`config.mk`:
```
export PLATFORM = sky130hd
export DESIGN_NAME = icache_tag_store
export DESIGN_NICKNAME = d
export VERILOG_FILES = /design/src/hw/icache_pkg.sv /design/src/hw/icache_tag_store.sv
export SDC_FILE = /design/constraint.sdc
export NUM_CORES = 1
export LEC_CHECK = 0
export BUFFER_PORTS_ARGS = -buffer_cell sky130_fd_sc_hd__clkbuf_2
export CAP_MARGIN = 20
export CORE_ASPECT_RATIO = 1.25
export CORE_UTILIZATION = 28
export CTS_BUF_LIST = sky130_fd_sc_hd__clkbuf_16
export DETAILED_ROUTE_END_ITERATION = 10
export REMOVE_ABC_BUFFERS = 1
export SLEW_MARGIN = 20
export SYNTH_ARGS = -nofsm -noshare
export SYNTH_HDL_FRONTEND = slang
export SYNTH_SLANG_ARGS = --single-unit
export TNS_END_PERCENT = 100
```
`constraint.sdc`:
```
create_clock -name clk -period 8 [get_ports clk]
set_input_delay 1.6 -clock clk [delete_from_list [all_inputs] [get_ports clk]]
set_output_delay 1.6 -clock clk [all_outputs]
set_load 0.005 [all_outputs]
```
`src/hw/icache_pkg.sv`:
```
package icache_pkg;

    // ==================
    // Geometry
    // ==================
    localparam int num_ways      = 4;
    localparam int num_sets      = 16;
    localparam int line_words    = 4;
    localparam int offset_bits   = 4;  // Byte offset in a line.
    localparam int index_bits    = 4;
    localparam int tag_bits      = 24;
    localparam int word_sel_bits = 2;  // Word within a line.
    localparam int way_bits      = 2;

    // Maintenance operations.
    localparam logic [1:0] cacop_store_tag = 2'd0;
    localparam logic [1:0] cacop_index_inv = 2'd1;
    localparam logic [1:0] cacop_hit_inv   = 2'd2;

    // FSM state codes.
    localparam logic [2:0] state_idle        = 3'd0;
    localparam logic [2:0] state_lookup      = 3'd1;
    localparam logic [2:0] state_replace     = 3'd2;
    localparam logic [2:0] state_refill      = 3'd3;
    localparam logic [2:0] state_cacop       = 3'd4;
    localparam logic [2:0] state_extra_ready = 3'd5;

    // ==================
    // Types
    // ==================
    typedef struct packed {
        logic [tag_bits-1:0]    tag;
        logic [index_bits-1:0]  index;
        logic [offset_bits-1:0] offset;
    } fetch_addr_t;

    // Index-type cacops name the way in the low bits.
    typedef struct packed {
        logic [tag_bits-1:0]             tag;
        logic [index_bits-1:0]           index;
        logic [offset_bits-way_bits-1:0] unused;
        logic [way_bits-1:0]             way;
    } maint_addr_t;

    typedef union packed {
        fetch_addr_t fetch;
        maint_addr_t maint;
    } icache_addr_u;

    typedef struct packed {
        icache_addr_u addr;
        logic         uncache;
        logic         cacop_en;
        logic [1:0]   cacop_code;
        logic         exception;
    } icache_req_t;

    typedef struct packed {
        logic [31:0] addr;
        logic [7:0]  len;  // Beats minus one.
    } mem_req_t;

    typedef logic [line_words-1:0][31:0] line_t;

    typedef logic [num_ways-1:0] way_mask_t;

endpackage

```
`src/hw/icache_tag_store.sv`:
```
`timescale 1ns/100ps

module icache_tag_store
    import icache_pkg::*;
(
    input  logic        clk,
    input  logic        rstn,
    input  icache_req_t req,
    input  way_mask_t   tagv_we,
    input  logic        tagv_clear,
    output way_mask_t   hit,
    output logic        cache_hit
);

    logic [tag_bits-1:0]   tag_q [num_ways][num_sets];
    logic [num_sets-1:0]   valid_q [num_ways];
    logic [index_bits-1:0] index;
    logic [tag_bits-1:0]   tag;

    assign index = req.addr.fetch.index;
    assign tag   = req.addr.fetch.tag;

    // ==================
    // Valid bits
    // ==================
    always_ff @(posedge clk) begin
        if (!rstn) begin
            for (int w = 0; w < num_ways; w++) begin
                valid_q[w] <= '0;
            end
        end else begin
            for (int w = 0; w < num_ways; w++) begin
                if (tagv_we[w]) begin
                    valid_q[w][index] <= !tagv_clear;  // Clear or fill.
                end
            end
        end
    end

    always_ff @(posedge clk) begin
        for (int w = 0; w < num_ways; w++) begin
            if (tagv_we[w] && !tagv_clear) begin
                tag_q[w][index] <= tag;
            end
        end
    end

    // Compare all ways at once.
    always_comb begin
        for (int w = 0; w < num_ways; w++) begin
            hit[w] = valid_q[w][index] && (tag_q[w][index] == tag);
        end
    end

    assign cache_hit = |hit;

endmodule

```
## Word level (Yosys, flattened, before mapping)

Memories as Yosys holds them, arrays and structs flattened.
Index checks and enable logic that the tools add are counted.

- Input bits: 44
- Register bits: 0
- Output and inout bits: 5
- Bits in writable memories: 1600
- Memory bits (read-only): 0
- Memories: 2
- Latch bits: 0
- Logic and storage cells: 196

- $mul: 0
- $lt $le $gt $ge: 4
- Shift-type cells: 0
- $add $sub $neg: 0
- Divide/modulo/power cells: 0
- Bitwise gates (word level): 65
- Reduce and logical (&&, ||, !) cells: 12
- Eq/ne operators: 4
- Mux-type cells: 109

Memory list:

| memory | words | bits a word | rd ports | clocked after Yosys merged registers in | write ports | line | text |
|---|---|---|---|---|---|---|---|
| tag_q | 4 | 384 | 4 | 0 | 4 | icache_tag_store.sv:15 | `logic [tag_bits-1:0] tag_q [num_ways][num_sets];` |
| valid_q | 4 | 16 | 4 | 0 | 4 | icache_tag_store.sv:16 | `logic [num_sets-1:0] valid_q [num_ways];` |

Operator list:

| operator | number |
|---|---|
| 2-to-1 mux 384 bit | 4 |
| binary-select mux 24 bit (select 4 bit) | 4 |
| 2-to-1 mux 24 bit | 9 |
| demux 24 bit (select 4 bit) | 1 |
| == test 24 bit | 4 |
| 2-to-1 mux 1 bit | 82 |
| 2-to-1 mux 16 bit | 4 |
| bitwise OR 1 bit | 64 |
| binary-select mux 1 bit (select 4 bit) | 4 |
| logical AND 1 bit | 10 |
| >= comparator 5 bit, second input constant | 1 |
| less-than comparator 4 x 5 -> 1 bit, second input constant | 1 |
| less-than comparator 5 x 1 -> 1 bit, second input constant | 1 |
| NOT 4 -> 5 bit | 1 |
| demux 1 bit (select 4 bit) | 1 |
| >= comparator 4 x 1 -> 1 bit, second input constant | 1 |
| OR reduction 4 bit | 1 |
| zero test 1 bit | 1 |

## Logic depth before layout (Yosys ltp)

- Depth in word-level cells: 7
- Mapped depth: 15
- Mapped depth without buffers: 8

## Worst setup path before layout

Ideal clock, no wire load.

- Kind: input to output
- Start point: input req[11] in the netlist's numbering
- End point: output cache_hit
- Arrival: 4.185 ns
- Buffers on the path: 6
- Data required time: 6.400 ns
- Stages on the path: 13
- Setup slack: 2.215 ns
- Cells stage by stage: buf_2 -> buf_6 -> buf_4 -> buf_4 -> buf_4 -> clkbuf_1 -> mux4_2 -> mux2i_1 -> nand2_1 -> o211ai_1 -> nor4_1 -> o2111a_1 -> or4_1

- Longest elaborated chain between the ends: 7
- Elaborated cells between the ends (all ways): 30
- Classes of those cells: eq/ne (4); mux (20); bitwise (1); reduce/logical (5)

RTL lines:

| what | line | text |
|---|---|---|
| start, declared | icache_tag_store.sv:8 | `input icache_req_t req,` |
| NOT 4 -> 5 bit (implied by the code) | icache_tag_store.sv:51 | `hit[w] = valid_q[w][index] && (tag_q[w][index] == tag);` |
| binary-select mux 24 bit (select 4 bit) | icache_tag_store.sv:51 |  |
| 2-to-1 mux 24 bit (implied by the code) (2 in series) | icache_tag_store.sv:51 |  |
| == test 24 bit | icache_tag_store.sv:51 |  |
| logical AND 1 bit (*) | icache_tag_store.sv:51 |  |
| net hit[2] | icache_tag_store.sv:11 | `output way_mask_t hit,` |
| OR reduction 4 bit (*) | icache_tag_store.sv:55 | `assign cache_hit = \|hit;` |
| end, declared | icache_tag_store.sv:12 | `output logic cache_hit` |

Mark *: on every way through the listed nets, which the timed path passes. The rest lies on a longest branch. The select of a mux whose other input is x is not followed.

## Worst setup path after layout

- Start point: input req[9] in the netlist's numbering
- End point: output cache_hit

- Longest elaborated chain between the ends: 7
- Elaborated cells between the ends (all ways): 30
- Classes of those cells: eq/ne (4); mux (20); bitwise (1); reduce/logical (5)

RTL lines:

| what | line |
|---|---|
| NOT 4 -> 5 bit (implied by the code) | icache_tag_store.sv:51 |
| binary-select mux 24 bit (select 4 bit) | icache_tag_store.sv:51 |
| 2-to-1 mux 24 bit (implied by the code) (2 in series) | icache_tag_store.sv:51 |
| == test 24 bit | icache_tag_store.sv:51 |
| logical AND 1 bit | icache_tag_store.sv:51 |
| OR reduction 4 bit (*) | icache_tag_store.sv:55 |

Every way passes the cells marked *; elsewhere a longest branch is shown, timed or not. The select of a mux whose other input is x is not followed.

==> reports/qor.csv <==
stage,metric,value,unit
yosys,synth_top_family_by_area,multiplexers,
floorplanning,rows,196,
yosys,synth_adder_area_share,0,%
floorplanning,ios,49,
finish,fin_area,73700,um^2
finish,layout.cells.non_filler,6496,
route,vias,32327,
min_path,hold_class,in -> reg,
power,clkPwrFrac,40.1,%
finish,syn2layout_area_growth,15.0,%
sta,grt_setup_unrepaired,false,
route,via_per_inst,4.98,
worst_setup_path,crit_path_start_kind,input port,
grt,grt_max_degree,76,
placement,port_buffers,39,
yosys,synth_xor_xnor_area_share,1.16,%
power,p_leak,23.2,nW
sta,postLayoutSetupSlackWorst,0.861,ns
sta,setup_viol,0,
yosys,synthSimpleGateAreaFrac,3.37,%
clock_tree,postCtsSetupBuffers,0,
floorplanning,start_util,28.1,%
worst_setup_path,critical_path_class,in -> out,
clock_tree,path_clk_slew,0.06,ns
worst_setup_path,crit_start,req[9],
sta,finalCritPeriodShare,89.2,%
grt,antenna_found_initial,16,
route,drc,0,
power,p_sw_share,21.8,%
route,dr.pass1.iters,6,
floorplanning,coreArea,228000,um^2
power,power,17.5,mW
grt,grt_pass1_wl,243000,um
placement,pre_cts_ws,0.758,ns
yosys,syn_area_per_cell,20.1,um^2
finish,fin_nets,3439,
power,p_int,13.7,mW
power,irDropWorstVdd,0.164,mV
clock_tree,clk_path_buf_depth,3,
finish,drive_gt1_share,26.7,%
grt,grt-ovfl-total,0,
sta,fmax,140,MHz
yosys,synth-seq-cells,1600,
route,wl_per_cell,26.3,um
sta,period_needed,7.14,ns
clock_tree,clkSinkCount,1600,
yosys,syn_inst,3189,
route,drtAntennaViolNets,0,
min_path,worstHoldStart,req[36],
placement,hpwl,100000,um
grt,grt_pass1_vias,32992,
power,p_switching,3.81,mW
finish,final_util,32.4,%
sta,finalMaxSlewViolations,0,
worst_setup_path,arrival,5.54,ns
floorplanning,fp.dieW,430,um
route,drt_iter0_drc,3462,
clock_tree,ctsResizeCount,0,
flow_run,drv_cap,0,
placement,place_area,68900,um^2
power,pwr-share-seq,53.6,%
finish,fill_cells,21399,
sta,fin_tns_setup,0,ns
sta,tightest_slew,1.09,ns
clock_tree,htreeDepth,4,
yosys,synthFlopType,edfxtp_1,
clock_tree,cts_made_buffers,151,
floorplanning,die_area,231000,um^2
clock_tree,postCtsHoldBufs,0,
yosys,yosysSeqAreaShare,75.0,%
worst_setup_path,end_kind,primary output,
worst_setup_path,cp_max_fo,47,
status,status,"complete, no violations",
yosys,synth-warning-count,0,
sta,slew_headroom,27.1,%
grt,grt_usage,14.6,%
placement,dp.cells,6212,
power,comb_power_share,6.3,%
sta,worst_hold_slack,1.23,ns
clock_tree,root_buffer,clkbuf_16,
placement,place.gp.congestion,0.854,
route,finalWirelength,171000,um
yosys,syn-cell-area,64100,um^2
yosys,synthMuxAreaShare,15.9,%
worst_setup_path,cp_data_required_time,6.40,ns
sta,hold_violations,0,
clock_tree,tritoncts,yes,
floorplanning,fp.dieH,537,um
yosys,synth_edf_count,1600,
power,power.density,237,nW/um^2
yosys,postSynth.asyncResetShare,0,%
yosys,synth.distinct_cells,71,
yosys,synth-compound-area-share,2.76,%
## flip-flops by register name, indices dropped and copies added, names as in the netlist
signal,cells
tag_q,1536
valid_q,64
## synthesized netlist by cell type, drive strengths merged (5+ instances only)
cell	count	area, um^2
nor3	20	100
xor2	19	166
buf	129	846
o221ai	5	43.8
nand3b	5	37.5
o22ai	25	156
a221oi	28	258
mux2	26	293
o211ai	9	67.6
nand4	17	106
o31ai	7	52.6
inv	18	67.6
a22oi	24	180
mux4	373	8410
a2111oi	8	71.3
xnor2	66	578
a22o	21	184
mux2i	148	1480
nor4	11	75.1
clkbuf	67	255
nand2b	13	81.3
nand3	12	60.1
a21oi	25	125
edfxtp	1600	48000
a211oi	7	52.6
nor2b	9	56.3
nor2	181	679
nand2	208	783
or3	5	31.3
a31oi	5	31.3
and2	9	56.3
o21ai	35	175
## worst max-delay path: stages
cell and delay (ns):
buf_8 0.46, buf_12 0.33, buf_4 0.21, mux4_2 0.50
mux4_2 0.49, xor2_1 0.18, a31oi_1 0.29, nand4_1 0.13
a2111o_1 0.37, nor4_1 0.42, buf_4 0.24, or4_1 0.12
clkbuf_2 0.10
## worst paths after layout
| path | to | slack [ns] | depth (start not counted) |
|---|---|---|---|
| max | cache_hit | 0.86 | 13 |
| min | tag_q[3][71] | 1.23 | 1 |
## logic make-up (layout without fill, tap and decap cells)
| kind of cell | count (synthesis) | after routing |
|---|---|---|
| AOI/OAI and AO/OA | 239 | 239 |
| muxes | 547 | 547 |
| other | 0 | 5 |
| DFF | 1600 | 1600 |
| xor gates and xnor gates | 85 | 85 |
| buffers and inverters | 216 | 548 |
| and+or+nand+nor | 502 | 502 |
## placed cells by master, fill, tap and decap left out, types with 11 or more instances in the layout
master / synthesis / final
nand2b_1: 13 / 13
edfxtp_1: 1600 / 1600
a221oi_1: 26 / 26
nor3_1: 20 / 20
o22ai_1: 25 / 25
nand3_1: 12 / 12
buf_12: 0 / 14
clkbuf_16: 0 / 157
bufinv_16: 0 / 11
xor2_1: 19 / 19
a22oi_1: 24 / 24
mux4_2: 371 / 371
nor2_2: 0 / 64
clkbuf_2: 0 / 16
nand2_1: 207 / 207
buf_2: 55 / 17
clkinv_2: 0 / 30
mux2i_1: 148 / 148
clkinv_1: 2 / 43
buf_4: 38 / 199
nand4_1: 17 / 17
nor2_1: 181 / 116
a22o_1: 21 / 21
inv_1: 16 / 39
a21oi_1: 25 / 25
xnor2_1: 66 / 66
mux2_2: 26 / 26
o21ai_0: 35 / 35
## metal layers
layer / share of wire, % / track usage [%] / wire (um)
met4: 3.8 / 5.80 / 6460
met5: 0.025 / 0 / 42
met1: 40 / 18.3 / 68000
met2: 51 / 25.3 / 86900
met3: 5.5 / 2.07 / 9450
## cell type report
type                       instances  area [um^2]  area share, %
antenna                            5         12.5         0.0170
clock buffer                     157         3930           5.33
clock inverter                   122          880           1.19
inverter                          20         77.6          0.105
multi-input combinational       1373        15100           20.4
sequential                      1600        48000           65.2
tap                             2970         3720           5.04
timing repair buffer             249         1980           2.69
## power groups by stage
| stage | combinational (mW) | clock [mW] | sequential [mW] |
|---|---|---|---|
| 2_1_floorplan | 0.498 | 0 | 9.54 |
| 3_3_place_gp | 1.10 | 0 | 9.54 |
| 3_5_place_dp | 1.12 | 0 | 9.54 |
| 4_1_cts | 1.12 | 7.11 | 9.36 |
| 5_1_grt | 1.17 | 7.41 | 9.37 |
| 6_report | 1.11 | 7.00 | 9.36 |
Note: power is estimated with default switching activity, not from simulation.
