<file path="config.mk">
export PLATFORM = sky130hd
export DESIGN_NAME = icache_plru
export DESIGN_NICKNAME = d
export VERILOG_FILES = /design/src/hw/icache_pkg.sv /design/src/hw/icache_plru.sv
export SDC_FILE = /design/constraint.sdc
export NUM_CORES = 1
export LEC_CHECK = 0
export BUFFER_PORTS_ARGS = -buffer_cell sky130_fd_sc_hd__buf_2
export CORE_MARGIN = 3
export CORE_UTILIZATION = 60
export DETAILED_ROUTE_END_ITERATION = 16
export GPL_ROUTABILITY_DRIVEN = 1
export GPL_TIMING_DRIVEN = 0
export PLACE_DENSITY = 0.82
export SLEW_MARGIN = 20
export SYNTH_ARGS = -nofsm -noshare
export SYNTH_HDL_FRONTEND = slang
export SYNTH_SLANG_ARGS = --single-unit
</file>
<file path="constraint.sdc">
create_clock -name clk -period 5 [get_ports clk]
set_input_delay 1 -clock clk [delete_from_list [all_inputs] [get_ports clk]]
set_output_delay 1 -clock clk [all_outputs]
set_load 0.03 [all_outputs]
</file>
<file path="src/hw/icache_pkg.sv">
package icache_pkg;

    // ==================
    // Geometry
    // ==================
    localparam int num_ways      = 4;
    localparam int num_sets      = 16;
    localparam int line_words    = 4;
    localparam int offset_bits   = 4;  // Byte offset in a line.
    localparam int index_bits    = 4;
    localparam int tag_bits      = 24;
    localparam int word_sel_bits = 2;  // Word within a line.
    localparam int way_bits      = 2;

    // Maintenance operations.
    localparam logic [1:0] cacop_store_tag = 2'd0;
    localparam logic [1:0] cacop_index_inv = 2'd1;
    localparam logic [1:0] cacop_hit_inv   = 2'd2;

    // FSM state codes.
    localparam logic [2:0] state_idle        = 3'd0;
    localparam logic [2:0] state_lookup      = 3'd1;
    localparam logic [2:0] state_replace     = 3'd2;
    localparam logic [2:0] state_refill      = 3'd3;
    localparam logic [2:0] state_cacop       = 3'd4;
    localparam logic [2:0] state_extra_ready = 3'd5;

    // ==================
    // Types
    // ==================
    typedef struct packed {
        logic [tag_bits-1:0]    tag;
        logic [index_bits-1:0]  index;
        logic [offset_bits-1:0] offset;
    } fetch_addr_t;

    // Index-type cacops name the way in the low bits.
    typedef struct packed {
        logic [tag_bits-1:0]             tag;
        logic [index_bits-1:0]           index;
        logic [offset_bits-way_bits-1:0] unused;
        logic [way_bits-1:0]             way;
    } maint_addr_t;

    typedef union packed {
        fetch_addr_t fetch;
        maint_addr_t maint;
    } icache_addr_u;

    typedef struct packed {
        icache_addr_u addr;
        logic         uncache;
        logic         cacop_en;
        logic [1:0]   cacop_code;
        logic         exception;
    } icache_req_t;

    typedef struct packed {
        logic [31:0] addr;
        logic [7:0]  len;  // Beats minus one.
    } mem_req_t;

    typedef logic [line_words-1:0][31:0] line_t;

    typedef logic [num_ways-1:0] way_mask_t;

endpackage

</file>
<file path="src/hw/icache_plru.sv">
`timescale 1ns/100ps

module icache_plru
    import icache_pkg::*;
(
    input  logic        clk,
    input  logic        rstn,
    input  icache_req_t req,
    input  logic        way_sel_en,
    input  way_mask_t   way_visit,
    output way_mask_t   lru_way_sel
);

    // Bit 0 is the root, bit 1 splits ways 0/1, bit 2 splits ways 2/3.
    logic [2:0]            tree_q [num_sets];
    logic [2:0]            tree;
    logic [index_bits-1:0] index;

    assign index = req.addr.fetch.index;
    assign tree  = tree_q[index];

    always_ff @(posedge clk) begin
        if (!rstn) begin
            for (int s = 0; s < num_sets; s++) begin
                tree_q[s] <= '0;
            end
        end else if (way_sel_en) begin
            if (way_visit[0] || way_visit[1]) begin
                tree_q[index][0] <= 1'b1;          // Point at the other pair.
                tree_q[index][1] <= way_visit[0];
            end else if (way_visit[2] || way_visit[3]) begin
                tree_q[index][0] <= 1'b0;
                tree_q[index][2] <= way_visit[2];
            end
        end
    end

    always_comb begin
        if (!tree[0]) begin
            lru_way_sel = tree[1] ? 4'b0010 : 4'b0001;
        end else begin
            lru_way_sel = tree[2] ? 4'b1000 : 4'b0100;
        end
    end

endmodule

</file>
Yosys cells after proc, flatten, opt, wreduce, memory -nomap -nowiden
Memory sizes are Yosys's and may differ from the RTL's.
Cells that the tools add are included.
Widths: inputs -> output; s select.
{"block": "op_classes", "mux": 17, "n_reduce_logical": 3, "bitwise": 1}
{"op": "$mux 4", "count": 3}
{"op": "$mux 1", "count": 11}
{"op": "$mux 3", "count": 2}
{"op": "$reduce_or 3->1", "count": 1}
{"op": "$logic_or 1x1->1", "count": 2}
{"op": "$mux 2", "count": 1}
{"op": "$or 1x1->1", "count": 1}
{"block": "word_totals", "regBits": 0, "mem_bits_rw": 48, "in_bits": 44, "wordCells": 22, "mem_count": 1, "out_inout_bits": 4}
{"memory": "tree_q", "depth": 16, "word_bits": 3, "read_ports": 1, "rd_clocked_by_memory_dff": 0, "wr": 16, "line_no": "icache_plru.sv:15", "text": "logic [2:0] tree_q [num_sets];"}

Logic depth before layout (Yosys ltp)
Gate-level depths: netlist of the first run.
{"block": "logic_depth", "depth_word": 9, "depth_mapped": 7, "ltp_nobuf": 4}

Least setup slack after synthesis of the first run
OpenSTA, ideal clock, no wires.
{"block": "synth_path", "path_kind": "input to output", "from": "input req[9] (netlist bit)", "to": "output lru_way_sel[1]", "cell_stages": 5, "required_ns": 4.000, "arrival_time_ns": 2.441, "slack_ns": 1.559, "path_buffers": 1, "cell_sequence": "buf_6 > mux4_1 > a22oi_1 > nand2_1 > a21oi_1"}
{"block": "synth_via", "elab_chain_cells": 3}
{"element": "start, declared", "line_no": "icache_plru.sv:8", "text": "input icache_req_t req,"}
{"element": "$mem_v2 16x3 (*)"}
{"element": "$mux 2", "line_no": "icache_plru.sv:40", "text": "lru_way_sel = tree[1] ? 4'b0010 : 4'b0001;"}
{"element": "$mux 4 (*)", "line_no": "icache_plru.sv:39", "text": "if (!tree[0]) begin"}
{"element": "end, declared", "line_no": "icache_plru.sv:11", "text": "output way_mask_t lru_way_sel"}
Mark *: on every way between the ends. The rest lies on a longest branch, timed or not.

Worst setup path in the final report of the first run
{"block": "layout_path", "from": "input req[10] (netlist bit)", "to": "output lru_way_sel[1]"}
Same word-level chain as after synthesis.

==> flow_summary.ini, run 1 <==
[clocking]
tritoncts = built
clk_pin_slew_worst_paths_ns = 0.08
cts_max_level = 2
numCtsBuffers = 5
root_buffer = clkbuf_8
cts_hold_buf = 0
cts_buffer_depth = 2
cts-resized-gates = 0
post-cts-setup-buffer-count = 0
numClockSinks = 48

[sta]
period_minus_slack_ns = 3.646
slew_violations = 0
fin_setup_tns_ns = 0
tightest_slew_ns = 0.7096
setup_violations = 0
rsz0062_at_grt = false
max-slew-margin-rel = 0.5233
fmax_mhz = 274.2
final.period_utilization = 0.7293
hold_viol_final = 0

[cells_and_area]
largest_reg_flops = 48
drive_gt1_frac = 0.1344
area_growth_pct = 7.644
fin_area_um2 = 2819
nNetsFinal = 297
final_cells = 303
num_antenna_cells = 0
regMostFlops = tree_q
largestRegisters = tree_q x48

[drt]
drt_iter0_drc = 260
wire_per_inst_um = 19.02
drtPass1Iterations = 5
via_per_inst = 6.429
dr_total_vias = 1948
detail_route.wirelength_um = 5763
drcViolationCount = 0
drtAntennaViolNets = 0

[yosys]
synth_largest_area_cell = edfxtp_1
synth-seq-area-share = 0.5504
yosys-top-cells-count = edfxtp_1, nand2_1, nor2_1
synth_top_area_share = 0.5504
synth_fp_nets = 278
synth_cells = 234
synth_edf_count = 48
ys_seq_elements = 48
syn_area_um2 = 2619
yosys_warnings = 0
async_flop_share = 0
yosysMostFrequentCell = edfxtp_1
synth_cell_types = 27
avgSynthCellArea_um2 = 11.19
synth_ff_type = edfxtp_1
synthTopCellsByArea = edfxtp_1, mux4_2, mux4_1

[power_and_ir_drop]
combPwrFrac = 0.133
internal_power_mw = 0.5986
netSwitchingFraction = 0.2448
ir_drop_v = 0.0001682
p_per_area_nw_per_um2 = 281.2
seqPwrFrac = 0.592
leakage_nw = 1.095
p_sw_mw = 0.1940
pwr-share-clk = 0.274

[placement]
dpl_cell_area_um2 = 2741
routabilityCongestion = 0.8819
placed_cells = 296
io_buffers = 12
place_hpwl_um = 4010

[die]
dieHeight_um = 72.07
die_w_um = 72.07
initial_core_util = 0.6364
core_um2 = 4115
rows = 23
num_io_pins = 48
fp.dieArea_um2 = 5193

[worst_setup_path]
cp_common_cell = buf_2
path_max_fanout = 10
critPathLaunchType = primary input
crit_slowest_cell = mux4_1
slowest_delay_ns = 0.34
path_cells = buf_2 -> buf_2 -> mux4_1 -> a22oi_1 -> nand2_1 -> a21oi_1 -> buf_2
endpoint_kind = primary output
cp_num_buf_inv = 3
critPathKind = in -> out
required_ns = 4.00
path_delay_family = buffers and inverters
crit_arrival_ns = 2.65

[global_route]
grt_pass1_vias = 1866
grt_max_degree = 14
grt_pass1_wl_um = 9294
antenna_found_initial = 0
track_usage = 0.2449
grt_overflow = 0

[outcome]
status = completed

[flow_run]
drv_cap = 0

[hold_path]
min_path_type = in -> reg
-- cell families after synthesis --
| family | synth area share |
|---|---|
| buf+inv | 0.05160 |
| flops | 0.5504 |
| simple gates | 0.1749 |
| compound gates | 0.1128 |
| mux | 0.1104 |
-- power by group through the flow --
stage                     sequential, mW  combinational [mW]  clock [mW]
after floorplan                    0.475              0.0759           0
after global placement             0.477               0.103           0
after detailed placement           0.479               0.105           0
after CTS                          0.469               0.105       0.217
after global routing               0.471               0.115       0.234
final                              0.469               0.106       0.218
-- layout by cell type, fill, tap and decap left out --
cell      Yosys  layout
buf_8         1       1
buf_2         3      15
nand4_1       1       1
a21o_1        2       2
a21oi_1       2       2
and3_1       16      16
o211ai_1     10      10
inv_1        10      10
o21ai_0      25      25
nand2b_1      6       6
nand3_1       3       3
nor2_1       27      27
clkbuf_8      0       5
o21ai_1       1       1
clkinv_2      0       1
edfxtp_1     48      48
and2_1        4       4
mux4_2        7       7
a22oi_2       2       2
nor2b_1       5       5
mux4_1        5       5
clkbuf_1     15      16
o211a_1       1       1
a22oi_1       4       4
and2b_1       1       1
nand2_1      31      31
buf_6         1       1
nor3_1        1       1
or2_2         2       2
-- per-stage QoR --
stage | setup WS [ns] | util | power [mW] | hold WS [ns]
global route | 1.238 | 0.6850 | 0.8209 | 1.136
floorplan | 1.559 | - | 0.5513 | 1.223
global placement | 1.407 | 0.6662 | 0.5801 | 1.441
finish | 1.354 | 0.6850 | 0.7926 | 1.130
CTS | 1.365 | 0.6850 | 0.7919 | 1.130
detailed placement | 1.372 | 0.6662 | 0.5836 | 1.441
-- worst paths after layout --
check / slack [ns] / cells after the start / to / start
hold / removal: 1.13 / 2 / tree_q[5][1] / way_visit[0]
setup / recovery: 1.35 / 7 / lru_way_sel[1] / req[10]
-- final cells by class --
cell class / count / area [um2]
Clock inverter: 1 / 5.005
Clock buffer: 6 / 72.57
Fill cell: 318 / 1296
Inverter: 10 / 37.54
Tap cell: 50 / 62.56
Sequential cell: 48 / 1441
Multi-Input combinational cell: 156 / 1042
Buffer: 20 / 97.59
Timing Repair Buffer: 12 / 60.06
-- per-layer routing --
| layer | GRT usage | share of wire | vias up |
|---|---|---|---|
| met5 | 0 | 0 | - |
| met4 | 0.08559 | 0.016 | 0 |
| met3 | 0.04155 | 0.069 | 8 |
| met2 | 0.4024 | 0.48 | 85 |
| met1 | 0.3321 | 0.43 | 961 |
| li1 | - | - | 894 |
Power figures use the tool's default switching activity.
==> inputs of run 2 (changes only) <==
Settings changed: CORE_UTILIZATION 60 to 55, PLACE_DENSITY 0.82 to 0.76.
Clock period 5 ns to 3.7 ns, I/O delays scaled along.
==> flow_summary.ini, run 2 (synthesis results as in run 1) <==
[power_and_ir_drop]
p_per_area_nw_per_um2 = 404.5
leakage_nw = 1.107
ir_drop_v = 0.0002065

[placement]
routabilityCongestion = 0.9017
io_buffers = 12
post-place-ws_ns = 0.6845
place_hpwl_um = 4180

[die]
initial_core_util = 0.5853
num_io_pins = 48
dieHeight_um = 75
fp.dieArea_um2 = 5625
core_um2 = 4474
rows = 24
die_w_um = 75

[global_route]
grt_overflow = 0
track_usage = 0.2264
antenna_found_initial = 0
grt_max_degree = 15
grt_pass1_vias = 1848
grt_pass1_wl_um = 9280

[drt]
drtPass1Iterations = 4
wire_per_inst_um = 19.03
via_per_inst = 6.173
drcViolationCount = 0
drtAntennaViolNets = 0
drt_iter0_drc = 205
detail_route.wirelength_um = 5823
dr_total_vias = 1889

[sta]
period_minus_slack_ns = 3.017
finalWorstSetupSlack_ns = 0.6828
rsz0062_at_grt = false
max-slew-margin-rel = 0.5198
tightest_slew_ns = 0.7176
fmax_mhz = 331.4
fin_setup_tns_ns = 0
hold_viol_final = 0
setup_violations = 0
slew_violations = 0
final.period_utilization = 0.8155

[clocking]
cts_max_level = 2
clk_pin_slew_worst_paths_ns = 0.09
cts_hold_buf = 0
root_buffer = clkbuf_8
numClockSinks = 48
post-cts-setup-buffer-count = 0
cts-resized-gates = 0
tritoncts = built
numCtsBuffers = 5
cts_buffer_depth = 2

[cells_and_area]
num_antenna_cells = 0
largest_reg_flops = 48
largestRegisters = tree_q x48
final_common_cell = edfxtp_1
drive_gt1_frac = 0.1339
num-fill-cells = 366
area_growth_pct = 8.839
nNetsFinal = 297
layout_common_cells = edfxtp_1, nand2_1, nor2_1, o21ai_0, and3_1
regMostFlops = tree_q

[worst_setup_path]
critPathKind = in -> out
critPathLaunchType = primary input
required_ns = 2.96
endpoint_kind = primary output
path_max_fanout = 10
crit_arrival_ns = 2.28

[hold_path]
min_path_type = in -> reg
hold_depth = 3

[flow_run]
drv_cap = 0

[outcome]
status = completed
==> run 2: cell types whose count changed in the layout (fill, tap and decap cells not counted) <==
cell | previous run | this run
clkinv_2 | 1 | 0
clkbuf_1 | 16 | 15
clkinv_1 | 0 | 2
bufinv_16 | 0 | 1
==> run 2: cell type report <==
| cell class | count | area (um2) | area share |
|---|---|---|---|
| Tap cell | 52 | 65.06 | 0.02283 |
| Sequential cell | 48 | 1441 | 0.5057 |
| Timing Repair Buffer | 12 | 60.06 | 0.02107 |
| Buffer | 20 | 97.59 | 0.03424 |
| Clock inverter | 3 | 37.54 | 0.01317 |
| Clock buffer | 5 | 68.82 | 0.02414 |
| Inverter | 10 | 37.54 | 0.01317 |
| Multi-Input combinational cell | 156 | 1042 | 0.3657 |
==> run 2: metrics by stage <==
| stage | cells | hold WS (ns) | area (um2) | power, mW | util |
|---|---|---|---|---|---|
| 6_report | 306 | 0.8956 | 2850 | 1.153 | 0.6370 |
| 3_5_place_dp | 298 | 1.203 | 2744 | 0.7890 | 0.6133 |
| 5_1_grt | 306 | 0.9061 | 2850 | 1.188 | 0.6370 |
| 2_1_floorplan | 234 | 0.9629 | 2619 | 0.7450 | - |
| 3_3_place_gp | 298 | 1.196 | 2744 | 0.7847 | 0.6133 |
| 4_1_cts | 306 | 0.8845 | 2850 | 1.156 | 0.6370 |
==> run 2: worst paths after layout <==
path  slack (ns)             end          from
max         0.68  lru_way_sel[1]       req[10]
min         0.90   tree_q[10][2]  way_visit[2]
==> run 2: critical path, stage by stage <==
cell	delay, ns
buf_2	0.21
buf_2	0.30
mux4_1	0.34
a22oi_1	0.22
nand2_1	0.12
a21oi_1	0.12
buf_2	0.21
==> run 2: where the power goes <==
part	leakage, nW	internal [mW]	switching, mW	total [mW]
Clock	0.0532	0.197	0.178	0.375
Combinational	0.597	0.0538	0.0898	0.144
Sequential	0.457	0.626	0.00757	0.634
==> run 2: metal layers <==
metal,GRT usage,wire (um),vias to the layer above
met5,0,0,-
met4,0.06324,40,0
met3,0.04272,439,6
met2,0.3540,2846,70
met1,0.3254,2496,923
li1,-,-,890
