### config.mk
export PLATFORM = sky130hd
export DESIGN_NAME = icache_refill_buffer
export DESIGN_NICKNAME = d
export VERILOG_FILES = /design/src/hw/icache_pkg.sv /design/src/hw/icache_refill_buffer.sv
export SDC_FILE = /design/constraint.sdc
export NUM_CORES = 1
export LEC_CHECK = 0
export BUFFER_PORTS_ARGS = -buffer_cell sky130_fd_sc_hd__clkbuf_2
export CAP_MARGIN = 20
export CORE_ASPECT_RATIO = 0.8
export CORE_UTILIZATION = 45
export CTS_CLUSTER_DIAMETER = 30
export DETAILED_ROUTE_END_ITERATION = 6
export HOLD_SLACK_MARGIN = 0.03
export PLACE_DENSITY = 0.79
export SETUP_SLACK_MARGIN = 0.02
export SYNTH_ARGS = -nofsm -noshare
export SYNTH_HDL_FRONTEND = slang
export SYNTH_SLANG_ARGS = --single-unit
### constraint.sdc
create_clock -name clk -period 4.9 [get_ports clk]
set_clock_uncertainty 0.05 [all_clocks]
set_input_delay 0.98 -clock clk [delete_from_list [all_inputs] [get_ports clk]]
set_output_delay 0.98 -clock clk [all_outputs]
set_load 0.01 [all_outputs]
### src/hw/icache_pkg.sv
package icache_pkg;

    // ==================
    // Geometry
    // ==================
    localparam int num_ways      = 4;
    localparam int num_sets      = 16;
    localparam int line_words    = 4;
    localparam int offset_bits   = 4;  // Byte offset in a line.
    localparam int index_bits    = 4;
    localparam int tag_bits      = 24;
    localparam int word_sel_bits = 2;  // Word within a line.
    localparam int way_bits      = 2;

    // Maintenance operations.
    localparam logic [1:0] cacop_store_tag = 2'd0;
    localparam logic [1:0] cacop_index_inv = 2'd1;
    localparam logic [1:0] cacop_hit_inv   = 2'd2;

    // FSM state codes.
    localparam logic [2:0] state_idle        = 3'd0;
    localparam logic [2:0] state_lookup      = 3'd1;
    localparam logic [2:0] state_replace     = 3'd2;
    localparam logic [2:0] state_refill      = 3'd3;
    localparam logic [2:0] state_cacop       = 3'd4;
    localparam logic [2:0] state_extra_ready = 3'd5;

    // ==================
    // Types
    // ==================
    typedef struct packed {
        logic [tag_bits-1:0]    tag;
        logic [index_bits-1:0]  index;
        logic [offset_bits-1:0] offset;
    } fetch_addr_t;

    // Index-type cacops name the way in the low bits.
    typedef struct packed {
        logic [tag_bits-1:0]             tag;
        logic [index_bits-1:0]           index;
        logic [offset_bits-way_bits-1:0] unused;
        logic [way_bits-1:0]             way;
    } maint_addr_t;

    typedef union packed {
        fetch_addr_t fetch;
        maint_addr_t maint;
    } icache_addr_u;

    typedef struct packed {
        icache_addr_u addr;
        logic         uncache;
        logic         cacop_en;
        logic [1:0]   cacop_code;
        logic         exception;
    } icache_req_t;

    typedef struct packed {
        logic [31:0] addr;
        logic [7:0]  len;  // Beats minus one.
    } mem_req_t;

    typedef logic [line_words-1:0][31:0] line_t;

    typedef logic [num_ways-1:0] way_mask_t;

endpackage

### src/hw/icache_refill_buffer.sv
`timescale 1ns/100ps

module icache_refill_buffer
    import icache_pkg::*;
(
    input  logic        clk,
    input  logic        rstn,
    input  logic        r_data_ready,
    input  logic        r_data_valid,
    input  logic [31:0] r_data,
    input  logic        uncache,
    output line_t       line,
    output logic        fill_finish
);

    logic [word_sel_bits-1:0] count_q;
    line_t                    line_q;
    logic                     beat;

    assign beat        = r_data_ready && r_data_valid;
    assign fill_finish = beat && (uncache || count_q == word_sel_bits'(line_words - 1));

    // Last beat shows up at once so the arrays can take the line.
    assign line = beat ? {r_data, line_q[line_words-1:1]} : line_q;

    always_ff @(posedge clk) begin
        if (!rstn) begin
            count_q <= '0;
        end else if (fill_finish) begin
            count_q <= '0;
        end else if (beat) begin
            count_q <= count_q + 1'b1;
        end
    end

    always_ff @(posedge clk) begin
        if (beat) begin
            line_q <= line;  // Shift in from the top.
        end
    end

endmodule

-- After elaboration in Yosys (flattened, before gate mapping)
Index checks and enable logic that the tools add are counted.
- $add $sub $neg: 1
- eq/ne operators: 1
- multiplexer cells: 1
- bitwise gates (word level): 1
- reduce and logical (&&, ||, !) cells: 4
- operator list (operator ; count):
    128-bit two-way mux ; 1
    2-bit by 1-bit adder with 2-bit output, second input constant ; 1
    2-bit == test, second input constant ; 1
    1-bit logical AND ; 2
    2-bit OR reduction ; 1
    1-bit logical OR ; 1
    1-bit NOT ; 1
- flip-flop bits (word level): 130
- input bits: 37
- logic and storage cells: 13

-- Longest topological paths before layout
Gate-level depths: netlist (run 1).
- depth in word-level cells: 4
- mapped depth: 4
- mapped depth without buffers: 3

-- Worst setup path before layout (run 1)
Ideal clock, no wire load.
- path kind: input to output
- from: in r_data_ready
- to: out line[112] in the netlist's numbering
- data arrival time: 2.341 ns
- required time: 3.870 ns
- slack: 1.529 ns
- cell stages on the path: 4
- cells stage by stage: nand2_4 -> inv_6 -> buf_6 -> mux2_2
- RTL lines (what ; line ; RTL):
    start, declared ; icache_refill_buffer.sv:8 ; input logic r_data_ready,
    end, declared ; icache_refill_buffer.sv:12 ; output line_t line,

==> impl_metrics.py, run 1 <==
metrics = {
    "power": {
        "switching_share": 0.2073,
        "net-switching-power_mw": 0.6069,
        "pwr-share-comb": 0.101,
        "p_leak_nw": 2.845,
        "power_frac_seq": 0.447,
        "internal_power_mw": 2.320,
        "power-per-cell-area_nw_per_um2": 407.6,
        "irDropWorstVdd_v": 0.0002573,
        "clock_power_share": 0.452,
        "total_power_mw": 2.927,
    },
    "sta": {
        "timing.setup.tns_ns": 0,
        "highest_clock_frequency_the_design_can_meet_mhz": 274.1,
        "min_period_ns": 3.648,
        "timing.final.setup_violations": 0,
        "finalHoldViolCount": 0,
        "maxSlewViolCount": 0,
        "worst_slew_pin_slew_ns": 0.4744,
        "min_period_over_period": 0.7445,
        "max_slew_margin": 0.6837,
        "unrepaired_setup_endpoints_after_global_routing": "no",
    },
    "worst_setup_path": {
        "critical_path.endpoint_type": "output pin",
        "arrival_ns": 2.62,
        "critPathRequiredTime_ns": 3.87,
        "worstPathMaxFanout": 46,
        "worstSetupPathType": "primary input to output pin",
        "critPathLaunchType": "primary input",
    },
    "job": {
        "max-cap-violations": 0,
    },
    "global_route": {
        "grt_remaining_overflow": 0,
        "grt_first_pass_wirelength_um": 16030,
        "first_global_vias": 3048,
        "grt.busiest_layer": "met2",
        "use_met2": 0.2626,
        "largest_net_degree_at_the_start_of_global_routing": 47,
        "grtUsageTotal": 0.1648,
        "grtUsageMet1": 0.2071,
        "grt_antenna_before_repair": 0,
        "gr-usage-met3": 0.06073,
    },
    "synth": {
        "netlist-cell-type-count": 16,
        "postSynthCellCount": 281,
        "yosysSeqAreaShare": 0.6927,
        "postSynthRegisterBits": 130,
        "yosys_warnings": 0,
        "yosys_most_used_dff": "edfxtp_1",
        "mappedNetlistNets": 319,
        "postSynthAreaPerCell_um2": 19.95,
        "async_flop_share": 0,
        "count_of_flip_flops_with_a_built_in_enable_after_synthesis": 128,
        "mappedNetlistArea_um2": 5607,
    },
    "clock_network": {
        "clock_tree_sinks": 130,
        "h-tree-depth": 4,
        "post_cts_buffers": 0,
        "cts_tree": "yes",
        "clk_latency_ns": 0.41,
        "cts-buffers-inserted": 17,
        "clk_root_buffer_cell": "clkbuf_16",
        "ctsHoldBuffers": 0,
        "clkSlewWorstSetupHoldPaths_ns": 0.05,
        "clockBufferDepth": 2,
        "post_cts.resized_instances": 0,
    },
    "detailed_routing": {
        "vias_cell": 5.032,
        "postRouteWirelength_um": 10430,
        "vias": 3150,
        "drt_drc_violations_left": 0,
        "detailed_routing_iteration_count_for_the_pre_antenna_repair_pass": 4,
        "final_antenna_net_count": 0,
        "drt_first_iter_violations": 136,
        "wire_per_inst_um": 16.66,
    },
    "placement": {
        "io_buffer_count": 165,
        "place_congestion": 0.7345,
        "detailed_place_hpwl_um": 7472,
        "dp_cells": 594,
    },
    "hold_path": {
        "timing.hold.worst.class": "flip-flop to flip-flop",
    },
    "die": {
        "fp.dieW_um": 126.8,
        "num_rows": 36,
        "i_o_pins": 166,
        "die_height_um": 101.8,
        "die_area_um2": 12910,
        "floorplan.core_area_um2": 12160,
        "floorplan.initialDensity": 0.4610,
    },
    "finish": {
        "post_layout_nonfiller_instances": 626,
        "finish.net_count": 499,
        "drive_above_1_share": 0.6920,
        "diodes": 0,
        "area.growth.synth_to_final_pct": 28.10,
    },
    "run_status": {
        "outcome": "finished, final reports clean",
    },
}
## final timing paths
kind                      from          to  slack, ns  depth (start not counted)
setup reg to reg    count_q[0]  count_q[1]       3.75                          3
hold / removal      count_q[1]  count_q[1]       0.46                          1
hold reg to reg     count_q[1]  count_q[1]       0.46                          1
setup / recovery  r_data_ready   line[112]       1.25                          6
## cells in the mapped netlist, types with 2 or more instances
cell type	instances	area, µm²
mux2_1	2	22.52
buf_6	9	101.4
mux2_4	12	180.2
nor2_1	2	7.510
edfxtp_1	128	3844
mux2_2	114	1284
clkbuf_8	4	55.05
dfxtp_1	2	40.04
## placed cells by master (no fill, tap or decap)
| cell type | count |
|---|---|
| mux2_1 | 2 |
| buf_12 | 2 |
| nand2_1 | 1 |
| dfxtp_1 | 2 |
| clkinv_1 | 4 |
| ha_1 | 1 |
| clkinv_2 | 2 |
| inv_6 | 1 |
| clkbuf_16 | 17 |
| edfxtp_1 | 128 |
| buf_4 | 7 |
| clkinvlp_4 | 2 |
| nand4b_1 | 1 |
| a32o_1 | 1 |
| mux2_4 | 12 |
| clkbuf_2 | 165 |
| nor2_1 | 2 |
| clkbuf_1 | 2 |
| bufinv_16 | 5 |
| o32ai_1 | 1 |
| nand2_4 | 1 |
| mux2_2 | 114 |
| and4_1 | 1 |
## critical path, cell delays in order
cell and delay, ns:
clkbuf_2 0.13, nand2_4 0.27, inv_6 0.37, buf_12 0.29
mux2_2 0.39, clkbuf_2 0.13
## state kept, by name, indices dropped and copies added, names as in the netlist
register	flops
count_q	2
line_q	128
## power by group through the flow
stage | combinational, mW | clock [mW] | sequential, mW
final | 0.294 | 1.32 | 1.31
after global routing | 0.317 | 1.40 | 1.32
after CTS | 0.299 | 1.35 | 1.31
after detailed placement | 0.297 | 0 | 1.33
after global placement | 0.287 | 0 | 1.33
after floorplan | 0.188 | 0 | 1.32
## metrics by stage
stage | instance area [µm²] | hold slack, ns | utilization | setup slack (ns)
2_1_floorplan | 5607 | 0.4104 | - | 1.529
3_3_place_gp | 6559 | 0.4191 | 0.5393 | 1.291
3_5_place_dp | 6559 | 0.4524 | 0.5393 | 1.222
4_1_cts | 7182 | 0.4575 | 0.5905 | 1.216
5_1_grt | 7182 | 0.4975 | 0.5905 | 1.101
6_report | 7182 | 0.4567 | 0.5905 | 1.252
## logic make-up after synthesis
family | synth area share
AND/OR/NAND/NOR | 0.007142
buffers and inverters | 0.02946
multiplexers | 0.2651
flip-flops | 0.6927
adder cells (fa/ha/maj) | 0.002231
AO/OA/AOI/OAI | 0.003348
## layer usage
layer	wire length, µm	vias to the layer above
li1	-	1489
met5	0	-
met3	674	6
met1	4605	1550
met2	5082	105
met4	69	0
## layout make-up
class,count,area (µm²)
tap,152,190.2
multi-input combinational,137,1558
inverter,1,8.758
clock inverter,13,190.2
sequential,130,3884
fill,963,4980
timing repair buffer,174,918.4
clock buffer,19,432.9
(Power assumes the default switching activity.)
==> inputs of run 2 (changes only) <==
--- a/config.mk
+++ b/config.mk
@@ -12,7 +12,7 @@
 export CTS_CLUSTER_DIAMETER = 30
 export DETAILED_ROUTE_END_ITERATION = 6
 export HOLD_SLACK_MARGIN = 0.03
-export PLACE_DENSITY = 0.79
+export PLACE_DENSITY = 0.82
 export SETUP_SLACK_MARGIN = 0.02
 export SYNTH_ARGS = -nofsm -noshare
 export SYNTH_HDL_FRONTEND = slang
==> constraint.sdc (replaced) <==
create_clock -name clk -period 3.3 [get_ports clk]
set_clock_uncertainty 0.05 [all_clocks]
set_input_delay 0.66 -clock clk [delete_from_list [all_inputs] [get_ports clk]]
set_output_delay 0.66 -clock clk [all_outputs]
set_load 0.01 [all_outputs]
==> impl_metrics.py, run 2 (same netlist as run 1, synthesis figures left out) <==
metrics = {
    "sta": {
        "worst_slew_pin_slew_ns": 0.4423,
        "max_slew_margin": 0.7051,
        "min_period_ns": 2.608,
        "min_period_over_period": 0.7902,
        "post-route-worst-setup-slack_ns": 0.6924,
        "highest_clock_frequency_the_design_can_meet_mhz": 383.5,
        "timing.setup.tns_ns": 0,
        "timing.final.setup_violations": 0,
        "unrepaired_setup_endpoints_after_global_routing": "no",
        "maxSlewViolCount": 0,
        "finalHoldViolCount": 0,
    },
    "die": {
        "floorplan.core_area_um2": 12160,
        "fp.dieW_um": 126.8,
        "die_area_um2": 12910,
        "floorplan.initialDensity": 0.4610,
        "num_rows": 36,
        "die_height_um": 101.8,
        "i_o_pins": 166,
    },
    "global_route": {
        "first_global_vias": 3153,
        "grt_remaining_overflow": 0,
        "grt_antenna_before_repair": 0,
        "largest_net_degree_at_the_start_of_global_routing": 57,
        "grt_first_pass_wirelength_um": 16330,
        "grtUsageTotal": 0.1679,
    },
    "detailed_routing": {
        "wire_per_inst_um": 16.77,
        "vias": 3185,
        "drt_drc_violations_left": 1,
        "final_antenna_net_count": 0,
        "postRouteWirelength_um": 10530,
        "drt_first_iter_violations": 183,
        "detailed_routing_iteration_count_for_the_pre_antenna_repair_pass": 6,
        "vias_cell": 5.072,
    },
    "finish": {
        "drive_above_1_share": 0.6891,
        "reg.largest.list": "line_q x128, count_q x2",
        "largest-register": "line_q",
        "diodes": 0,
        "most_common_cell_after_layout_fill_and_taps_aside": "clkbuf_2",
        "area.growth.synth_to_final_pct": 26.71,
        "largest_reg_flops": 128,
        "finish.net_count": 502,
        "post_layout_nonfiller_instances": 628,
        "mostFrequentLayoutCells": "clkbuf_2, edfxtp_1, mux2_2",
    },
    "placement": {
        "detailed_place_hpwl_um": 7447,
        "dp_slack_ns": 0.6885,
        "io_buffer_count": 165,
        "dp_cells": 597,
        "place_congestion": 0.7386,
    },
    "clock_network": {
        "clk_root_buffer_cell": "clkbuf_16",
        "h-tree-depth": 4,
        "cts-buffers-inserted": 17,
        "post_cts.resized_instances": 0,
        "ctsHoldBuffers": 0,
        "clkSlewWorstSetupHoldPaths_ns": 0.05,
        "cts_tree": "yes",
        "clockBufferDepth": 2,
        "post_cts_buffers": 0,
        "clk_latency_ns": 0.40,
        "clock_tree_sinks": 130,
    },
    "hold_path": {
        "holdCritStartpoint": "uncache",
        "timing.hold.worst.class": "primary input to flip-flop",
    },
    "worst_setup_path": {
        "arrival_ns": 1.90,
        "critPathRequiredTime_ns": 2.59,
        "worstPathMaxFanout": 35,
        "critPathLaunchType": "primary input",
        "worst_r2r_startpoint": "count_q[0]",
        "critPathLaunch": "r_data_ready",
        "critical_path.endpoint_type": "output pin",
        "worstSetupPathType": "primary input to output pin",
    },
    "job": {
        "max-cap-violations": 0,
    },
    "power": {
        "irDropWorstVdd_v": 0.0003554,
        "p_leak_nw": 2.823,
        "power-per-cell-area_nw_per_um2": 566.6,
    },
    "run_status": {
        "violations_in_the_final_reports": "design-rule violations",
        "outcome": "finished, violations left",
    },
}
## run 2: worst max-delay path: stages
cell	delay, ns
clkbuf_2	0.13
nand2_4	0.09
inv_6	0.21
buf_12	0.25
mux2_2	0.38
clkbuf_2	0.14
## run 2: metrics by stage
stage,hold slack (ns),area (µm²),total power [mW],util
global placement,0.4206,6594,2.404,0.5422
detailed placement,0.4562,6594,2.423,0.5422
global route,0.4024,7104,4.181,0.5842
floorplan,0.4104,5607,2.245,-
CTS,0.4005,7104,4.078,0.5842
finish,0.4211,7104,4.025,0.5842
## run 2: worst paths after layout
kind | endpoint | slack (ns) | cells past startpoint
worst max-delay path | line[103] | 0.69 | 6
worst min register to register | count_q[0] | 0.47 | 2
worst max register to register | count_q[1] | 2.16 | 3
worst min-delay path | count_q[0] | 0.42 | 2
## run 2: power breakdown
group / switching (mW) / total [mW] / internal (mW) / leakage [nW]
Clock: 0.624 / 1.64 / 1.01 / 0.254
Sequential: 0.0309 / 1.95 / 1.91 / 1.22
Combinational: 0.232 / 0.442 / 0.210 / 1.35
Total: 0.887 / 4.03 / 3.14 / 2.82
## run 2: layout make-up
class                   instances  area (µm²)
repair buffers                177       953.4
fillers                       938        5057
flip-flops and latches        130        3884
clock inverters                 9       66.31
multi-input cells             137        1558
well taps                     152       190.2
inverters                       1       8.758
clock buffers                  22       444.2
## run 2: per-layer routing
layer / global-route usage / share of wire
met5: 0 / 0
met2: 0.2567 / 0.47
met3: 0.06754 / 0.065
met4: 0.07143 / 0.012
met1: 0.2143 / 0.45
