File: src/hw/icache_pkg.sv
package icache_pkg;

    // ==================
    // Geometry
    // ==================
    localparam int num_ways      = 4;
    localparam int num_sets      = 16;
    localparam int line_words    = 4;
    localparam int offset_bits   = 4;  // Byte offset in a line.
    localparam int index_bits    = 4;
    localparam int tag_bits      = 24;
    localparam int word_sel_bits = 2;  // Word within a line.
    localparam int way_bits      = 2;

    // Maintenance operations.
    localparam logic [1:0] cacop_store_tag = 2'd0;
    localparam logic [1:0] cacop_index_inv = 2'd1;
    localparam logic [1:0] cacop_hit_inv   = 2'd2;

    // FSM state codes.
    localparam logic [2:0] state_idle        = 3'd0;
    localparam logic [2:0] state_lookup      = 3'd1;
    localparam logic [2:0] state_replace     = 3'd2;
    localparam logic [2:0] state_refill      = 3'd3;
    localparam logic [2:0] state_cacop       = 3'd4;
    localparam logic [2:0] state_extra_ready = 3'd5;

    // ==================
    // Types
    // ==================
    typedef struct packed {
        logic [tag_bits-1:0]    tag;
        logic [index_bits-1:0]  index;
        logic [offset_bits-1:0] offset;
    } fetch_addr_t;

    // Index-type cacops name the way in the low bits.
    typedef struct packed {
        logic [tag_bits-1:0]             tag;
        logic [index_bits-1:0]           index;
        logic [offset_bits-way_bits-1:0] unused;
        logic [way_bits-1:0]             way;
    } maint_addr_t;

    typedef union packed {
        fetch_addr_t fetch;
        maint_addr_t maint;
    } icache_addr_u;

    typedef struct packed {
        icache_addr_u addr;
        logic         uncache;
        logic         cacop_en;
        logic [1:0]   cacop_code;
        logic         exception;
    } icache_req_t;

    typedef struct packed {
        logic [31:0] addr;
        logic [7:0]  len;  // Beats minus one.
    } mem_req_t;

    typedef logic [line_words-1:0][31:0] line_t;

    typedef logic [num_ways-1:0] way_mask_t;

endpackage

File: src/hw/icache_fsm.sv
`timescale 1ns/100ps

module icache_fsm
    import icache_pkg::*;
(
    input  logic        clk,
    input  logic        rstn,
    input  logic        valid,
    input  logic        cacop_en,
    input  icache_req_t req,
    input  logic        cache_hit,
    input  way_mask_t   hit,
    input  way_mask_t   lru_way_sel,
    input  logic        r_rdy,
    input  logic        fill_finish,
    output logic        rbuf_we,
    output logic        rdata_sel,
    output way_mask_t   way_visit,
    output logic        way_sel_en,
    output way_mask_t   tagv_we,
    output logic        tagv_clear,
    output way_mask_t   mem_we,
    output logic        r_req,
    output mem_req_t    mem_req,
    output logic        r_data_ready,
    output logic        data_valid,
    output logic        cache_ready,
    output logic        cacop_ready,
    output logic        cacop_complete
);

    logic [2:0] state_q;
    logic [2:0] state_d;
    way_mask_t  index_way;

    // Way named by an index-type cacop.
    always_comb begin
        index_way = '0;
        index_way[req.addr.maint.way] = 1'b1;
    end

    always_ff @(posedge clk) begin
        if (!rstn) begin
            state_q <= state_idle;
        end else begin
            state_q <= state_d;
        end
    end

    // ==================
    // Next state
    // ==================
    always_comb begin
        state_d = state_idle;
        case (state_q)
            state_idle, state_extra_ready: begin
                if (cacop_en) begin
                    state_d = state_cacop;
                end else if (valid) begin
                    state_d = state_lookup;
                end
            end
            state_lookup: begin
                if (req.exception) begin
                    state_d = state_idle;
                end else if (req.uncache || !cache_hit) begin
                    state_d = state_replace;
                end else if (cacop_en) begin
                    state_d = state_cacop;
                end else if (valid) begin
                    state_d = state_lookup;  // Back-to-back hits.
                end
            end
            state_replace: state_d = r_rdy ? state_refill : state_replace;
            state_refill:  state_d = fill_finish ? state_extra_ready : state_refill;
            state_cacop:   state_d = state_extra_ready;
            default:       state_d = state_idle;
        endcase
    end

    // ==================
    // Outputs
    // ==================
    always_comb begin
        rbuf_we        = 1'b0;
        rdata_sel      = 1'b0;
        way_visit      = '0;
        way_sel_en     = 1'b0;
        tagv_we        = '0;
        tagv_clear     = 1'b0;
        mem_we         = '0;
        r_req          = 1'b0;
        r_data_ready   = 1'b0;
        data_valid     = 1'b0;
        cache_ready    = 1'b0;
        cacop_ready    = 1'b0;
        cacop_complete = 1'b0;
        case (state_q)
            state_idle: begin
                rbuf_we     = 1'b1;
                cache_ready = 1'b1;
                cacop_ready = 1'b1;
            end
            state_lookup: begin
                if (req.exception) begin
                    data_valid = 1'b1;  // Cancelled fetch.
                end else if (cache_hit && !req.uncache) begin
                    rdata_sel   = 1'b1;
                    data_valid  = 1'b1;
                    rbuf_we     = 1'b1;
                    way_visit   = hit;
                    way_sel_en  = 1'b1;
                    cache_ready = 1'b1;
                    cacop_ready = 1'b1;
                end
            end
            state_replace: r_req = 1'b1;
            state_refill: begin
                r_data_ready = 1'b1;
                if (fill_finish && !req.uncache) begin
                    mem_we     = lru_way_sel;
                    tagv_we    = lru_way_sel;
                    way_visit  = lru_way_sel;
                    way_sel_en = 1'b1;
                end
            end
            state_cacop: begin
                if (!req.exception) begin
                    tagv_clear = 1'b1;
                    if (req.cacop_code == cacop_store_tag ||
                        req.cacop_code == cacop_index_inv) begin
                        tagv_we = index_way;
                    end else if (req.cacop_code == cacop_hit_inv) begin
                        tagv_we = hit;
                    end
                end
            end
            state_extra_ready: begin
                data_valid     = 1'b1;
                rbuf_we        = 1'b1;
                cache_ready    = 1'b1;
                cacop_ready    = 1'b1;
                cacop_complete = req.cacop_en;
            end
            default: ;
        endcase
    end

    // Line address for a miss, word address when uncached.
    always_comb begin
        if (req.uncache) begin
            mem_req.addr = {req.addr[31:2], 2'b00};
            mem_req.len  = 8'd0;
        end else begin
            mem_req.addr = {req.addr.fetch.tag, req.addr.fetch.index, {offset_bits{1'b0}}};
            mem_req.len  = 8'(line_words - 1);
        end
    end

endmodule

File: config.mk
export PLATFORM = sky130hd
export DESIGN_NAME = icache_fsm
export DESIGN_NICKNAME = d
export VERILOG_FILES = /design/src/hw/icache_pkg.sv /design/src/hw/icache_fsm.sv
export SDC_FILE = /design/constraint.sdc
export NUM_CORES = 1
export LEC_CHECK = 0
export ABC_CLOCK_PERIOD_IN_PS = 2100
export CAP_MARGIN = 30
export CELL_PAD_IN_SITES_DETAIL_PLACEMENT = 1
export CELL_PAD_IN_SITES_GLOBAL_PLACEMENT = 1
export CORE_AREA = 2 2 47 49
export CTS_BUF_LIST = sky130_fd_sc_hd__clkbuf_2 sky130_fd_sc_hd__clkbuf_4 sky130_fd_sc_hd__clkbuf_8
export DETAILED_ROUTE_END_ITERATION = 8
export DIE_AREA = 0 0 49 51
export DONT_BUFFER_PORTS = 1
export PLACE_DENSITY = 0.89
export SLEW_MARGIN = 20
export SYNTH_ARGS = -nofsm -noshare
export SYNTH_HDL_FRONTEND = slang
export SYNTH_SLANG_ARGS = --single-unit
export TNS_END_PERCENT = 1
File: constraint.sdc
create_clock -name clk -period 2.1 [get_ports clk]
set_input_delay 0.105 -clock clk [delete_from_list [all_inputs] [get_ports clk]]
set_output_delay 0.105 -clock clk [all_outputs]
set_load 0.005 [all_outputs]
* Word level (Yosys, flattened, before mapping)
Cells that the tools add are included.
Storage, ports and cells: register bits 3, input bits 52, word-level logic and storage cells 52, output and inout port bits 62
Cells by class: muxes and demuxes 32, equal/unequal tests 7, reduce and logical (&&, ||, !) cells 10, magnitude comparators 2
Operator list (count):
- 2-to-1 mux 4 bit | 7
- one-hot mux 4 bit (2 select lines) | 2
- one-hot mux 3 bit (5 select lines) | 1
- 2-to-1 mux 1 bit | 13
- 2-to-1 mux 12 bit | 1
- 2-to-1 mux 3 bit | 4
- equality test 3 x 2 -> 1 bit, second input constant | 2
- equality test 3 bit, second input constant | 2
- one-hot mux 1 bit (2 select lines) | 3
- equality test 3 x 1 -> 1 bit, second input constant | 1
- logical AND 1 bit | 3
- zero test 3 bit | 1
- less-than comparator 2 x 3 -> 1 bit, second input constant | 1
- demux 1 bit (select 2 bit) | 1
- equality test 2 x 1 -> 1 bit, second input constant | 1
- equality test 2 bit, second input constant | 1
- greater-or-equal comparator 2 x 1 -> 1 bit, second input constant | 1
- zero test 1 bit | 2
- zero test 2 bit | 1
- logical OR 1 bit | 2
- OR reduction 2 bit | 1

* Longest topological paths before layout
depth in word-level cells 7, mapped depth 5, gate-level depth less buffers 3

* Least setup slack after synthesis
No wires, ideal clock.
path kind flip-flop to output port, start reg state_q[0], end out cacop_ready, cell stages (with the launch flop) 5, buffers on the path 1, required time 1.995 ns, data arrival time 1.150 ns, path slack 0.845 ns, cells stage by stage dfxtp_1 > or2b_1 > o21ai_0 > nor2b_1 > buf_4
Between the ends: longest elaborated chain between the ends 3, elaborated cells between the ends (all ways) 5, those cells by class eq/ne (2); mux (1); reduce/logical (2)
Ends and longest elaborated chain:
- start, declared | RTL line icache_fsm.sv:32 | logic [2:0] state_q;
- start signal, assigned | RTL line icache_fsm.sv:44 | state_q <= state_idle;
- start signal, assigned | RTL line icache_fsm.sv:46 | state_q <= state_d;
- equality test 3 bit or zero test 3 bit (tied branches)
- OR reduction 2 bit (no source line)
- one-hot mux 1 bit (2 select lines) (*)
- end, declared | RTL line icache_fsm.sv:28 | output logic cacop_ready,
Mark *: on every way between the ends. The rest lies on a longest branch, timed or not.

* Final worst setup path
start reg state_q[1], end out way_visit[1]
Between the ends: longest elaborated chain between the ends 2, elaborated cells between the ends (all ways) 3, those cells by class eq/ne (2); mux (1)
Ends and longest elaborated chain:
- equality test 3 x 2 -> 1 bit or equality test 3 x 1 -> 1 bit (tied branches) | RTL line icache_fsm.sv:98 | case (state_q)
- one-hot mux 4 bit (2 select lines) (*) | RTL line icache_fsm.sv:98
- end, declared | RTL line icache_fsm.sv:18 | output way_mask_t way_visit,
Marks and branches as above.

==> reports/results.tsv <==
stage	metric	value	unit
outcome	result_of_the_run	finished, final reports clean	
power	p_int	183	µW
placement	post-dp-hpwl	1520	µm
worst_hold_path	hold_path_origin	cacop_en	
clocking	clkSinkCount	3	
synth	synth_top_family_by_area	buffers and inverters	
job	number_of_maximum_capacitance_violations	0	
critical_path	crit_chain	nand4b_1 > nor2_1 > a22o_2	
clocking	cts_post_setup_buffers_inserted	0	
synth	netlist_top_cells_count	sky130_fd_sc_hd__buf_4 (40), sky130_fd_sc_hd__nor2_1 (8), sky130_fd_sc_hd__nand2_1 (7)	
finish	fillers	272	
critical_path	critical_path_peak_fanout	13	
worst_hold_path	min-delay-path-class	input port to register	
drt	routed-via-count	569	
drt	post_drt_via_cell_ratio	5.58	
power	power_leakage	0.216	nW
global_route	first_pass_grt_wire_length	2530	µm
finish	postLayoutCoreUtil	26.1	%
synth	yosys-mux-area-fraction	0	%
power	report.power.total	274	µW
synth	avgSynthCellArea	7.27	µm²
synth	post-synth-top-area-fraction	39.3	%
drt	drc_errors	0	
critical_path	reg2reg_to	state_q[0]	
finish	registers.top_by_ff_count	state_q	
worst_hold_path	whs_endpoint	state_q[2]	
timing	max-slew-margin-rel	53.8	%
timing	skew	0.00171	ns
critical_path	cpPeakStageDelay	0.55	ns
floorplanning	die-area	2500	µm²
power	power.combinational.fraction	29.6	%
synth	yosys.area.top_type	sky130_fd_sc_hd__buf_4	
floorplanning	design.core.area	2060	µm²
floorplanning	floorplan.initialDensity	37.0	%
power	cellPowerDensity	510	nW/µm²
global_route	grt_max_degree	14	
floorplanning	placementRows	17	
synth	yosysUniqueCellTypes	29	
timing	final_layout_worst_hold_slack	0.0278	ns
clocking	clk_pin_slew	0.03	ns
synth	synth_warnings	0	
synth	synth.most_common_cell	sky130_fd_sc_hd__buf_4	
synth	synth_seq_area_share	7.87	%
synth	synthesis.instances	105	
critical_path	register_to_register_setup_slack	0.81	ns
timing	unrepaired_setup_endpoints_after_global_routing	no	
drt	routed_wirelength	1800	µm
timing	fin_crit_sh	86.7	%
timing	final_critical_path_setup_slack	0.280	ns
synth	top_area_cells_in_the_synthesized_netlist	sky130_fd_sc_hd__buf_4 (39%), sky130_fd_sc_hd__dfxtp_1 (7.9%), sky130_fd_sc_hd__a22o_2 (5.2%)	
power	sw_power	91.6	µW
timing	slew_viol_final	0	
timing	finalSetupViolations	0	
critical_path	cpMaxStageDelayCell	sky130_fd_sc_hd__nor2_1	
power	clock_power_share	41.2	%
clocking	clock_path_buffers	2	
finish	area_growth_syn_to_layout	-29.5	%
synth	synth_xor_xnor_area_share	0	%
critical_path	cp_top_family	simple AND/OR/NAND/NOR gates	
power	max-vdd-ir-drop	163	µV
floorplanning	io-pin-count	114	
critical_path	critical_path_class	register to output port	
timing	hold_viol	0	
critical_path	ff2ff_path_depth	3	
drt	routed_wire_length_per_instance	17.6	µm
global_route	globalRoute.totalOverflow	0	
synth	synth-simple-area-share	27.2	%
synth	synth_adder_area_share	0	%
worst_hold_path	hold_path_depth	2	
critical_path	setup.worst_path.start_class	register	
finish	insertedDiodeCount	0	
clocking	cts_buffer_count	3	
finish	largest_register_ff_count	3	
critical_path	cp.arrival	1.72	ns
clocking	clockRootBuffer	sky130_fd_sc_hd__clkbuf_4	
finish	num-nets-final	127	
critical_path	worst_path_buf_inv	0	
drt	drt_iter0_markers	9	
timing	min_period	1.82	ns
power	power.switching_fraction	33.4	%
floorplanning	die_y	51	µm
clocking	cts_tree	built	
synth	postSynth.topFlopCell	sky130_fd_sc_hd__dfxtp_1	
power	power.sequential.fraction	29.2	%
drt	final_antenna_net_count	0	
placement	placement.io_buffers	0	
floorplanning	die_x	49	µm
timing	fmax	549	MHz
global_route	vias_in_the_first_global_route	573	
clocking	clk_latency	0.23	ns
global_route	grt_antenna_before_repair	0	
placement	placement.setup.worst_slack	0.547	ns
synth	synth_enable_flop_cells	0	
global_route	track_usage	13.3	%
critical_path	worstReg2RegStart	state_q[0]	
critical_path	crit_required	2.00	ns
clocking	htree_depth	1	
synth	synth_compound_area_share	20.2	%
placement	globalplace.congestion	0.771	
timing	fin_setup_tns	0	ns
finish	layout_cells_sized_above_1	17.6	%
finish	reg.largest.list	state_q: 3 flops	
critical_path	critical_path.endpoint_type	output port	
synth	mappedNetlistArea	763	µm²
timing	worst_slew_pin_slew	0.690	ns
drt	drtPass1Iterations	4	
synth	synth-seq-cells	3	
synth	asyncSetResetFlopFracSynth	0	%
[worst register-to-register path, cell delays in order, from the launching register on]
cell,delay (ns)
sky130_fd_sc_hd__dfxtp_1,0.44
sky130_fd_sc_hd__or2b_1,0.27
sky130_fd_sc_hd__o21ai_0,0.36
sky130_fd_sc_hd__o2bb2ai_1,0.10
[how the worst max path moves through the flow]
| stage | start | to | slack [ns] | depth (start not counted) |
|---|---|---|---|---|
| 2_1_floorplan | state_q[0] | cacop_ready | 0.85 | 4 |
| 3_3_place_gp | state_q[1] | way_visit[3] | 0.66 | 3 |
| 3_5_place_dp | state_q[1] | way_visit[1] | 0.55 | 3 |
| 4_1_cts | state_q[1] | way_visit[1] | 0.30 | 3 |
| 5_1_grt | state_q[1] | tagv_we[0] | 0.12 | 3 |
| 6_report | state_q[1] | way_visit[1] | 0.28 | 3 |
[cells in the final DEF, fill, tap and decap left out, drive strengths merged]
master       count
nor2             8
conb             8
a22o             8
nand2            7
and2             6
clkbuf           4
nand2b           3
inv              3
o21ai            3
dfxtp            3
nand3b           2
nor3b            2
a31o             2
o2bb2ai          2
nor3             2
nand4b           1
nor4b            1
and3             1
or2b             1
a32o             1
or2              1
a21oi            1
nor2b            1
a22oi            1
o22ai            1
dlygate4sd3      1
[power by group through the flow]
stage | sequential, mW | combinational, mW | clock [mW]
2_1_floorplan | 0.0738 | 0.141 | 0
3_3_place_gp | 0.0788 | 0.0755 | 0
3_5_place_dp | 0.0797 | 0.0799 | 0
4_1_cts | 0.0790 | 0.0823 | 0.115
5_1_grt | 0.0806 | 0.0899 | 0.125
6_report | 0.0801 | 0.0812 | 0.113
[routing by layer]
metal | GRT usage [%] | vias up | part of all wire [%] | routed length, µm
met5 | 0 | - | 0 | 0
met4 | 7.62 | 0 | 1.6 | 29
met3 | 6.43 | 6 | 14 | 259
met2 | 26.3 | 60 | 52 | 927
met1 | 10.4 | 257 | 32 | 581
li1 | - | 246 | - | -
[cells by family after synthesis]
| logic type | count (synthesis) |
|---|---|
| buffers and inverters | 46 |
| AND/OR/NAND/NOR | 36 |
| AO/OA/AOI/OAI | 19 |
| flip-flops | 3 |
| other | 1 |
[metrics by stage]
| stage | instances | instance area, µm² |
|---|---|---|
| final | 102 | 538 |
| after global placement | 97 | 498 |
| after floorplan | 112 | 790 |
| after global routing | 102 | 538 |
| after CTS | 102 | 538 |
| after detailed placement | 97 | 498 |
[what timing repair did]
action,in CTS,in global routing
endpoints found under the hold margin,3,0
hold buffers,1,0
resized for setup,0,0
[layout make-up]
cell class                      count  area (µm²)  area share [%]
Clock buffer                        4        30.0            5.58
Inverter                            3        11.3            2.09
Multi-Input combinational cell     63         392            72.8
Sequential cell                     3        60.1            11.2
Tap cell                           28        35.0            6.51
Timing Repair Buffer                1        10.0            1.86
Note: power is estimated with default switching activity, not from simulation.
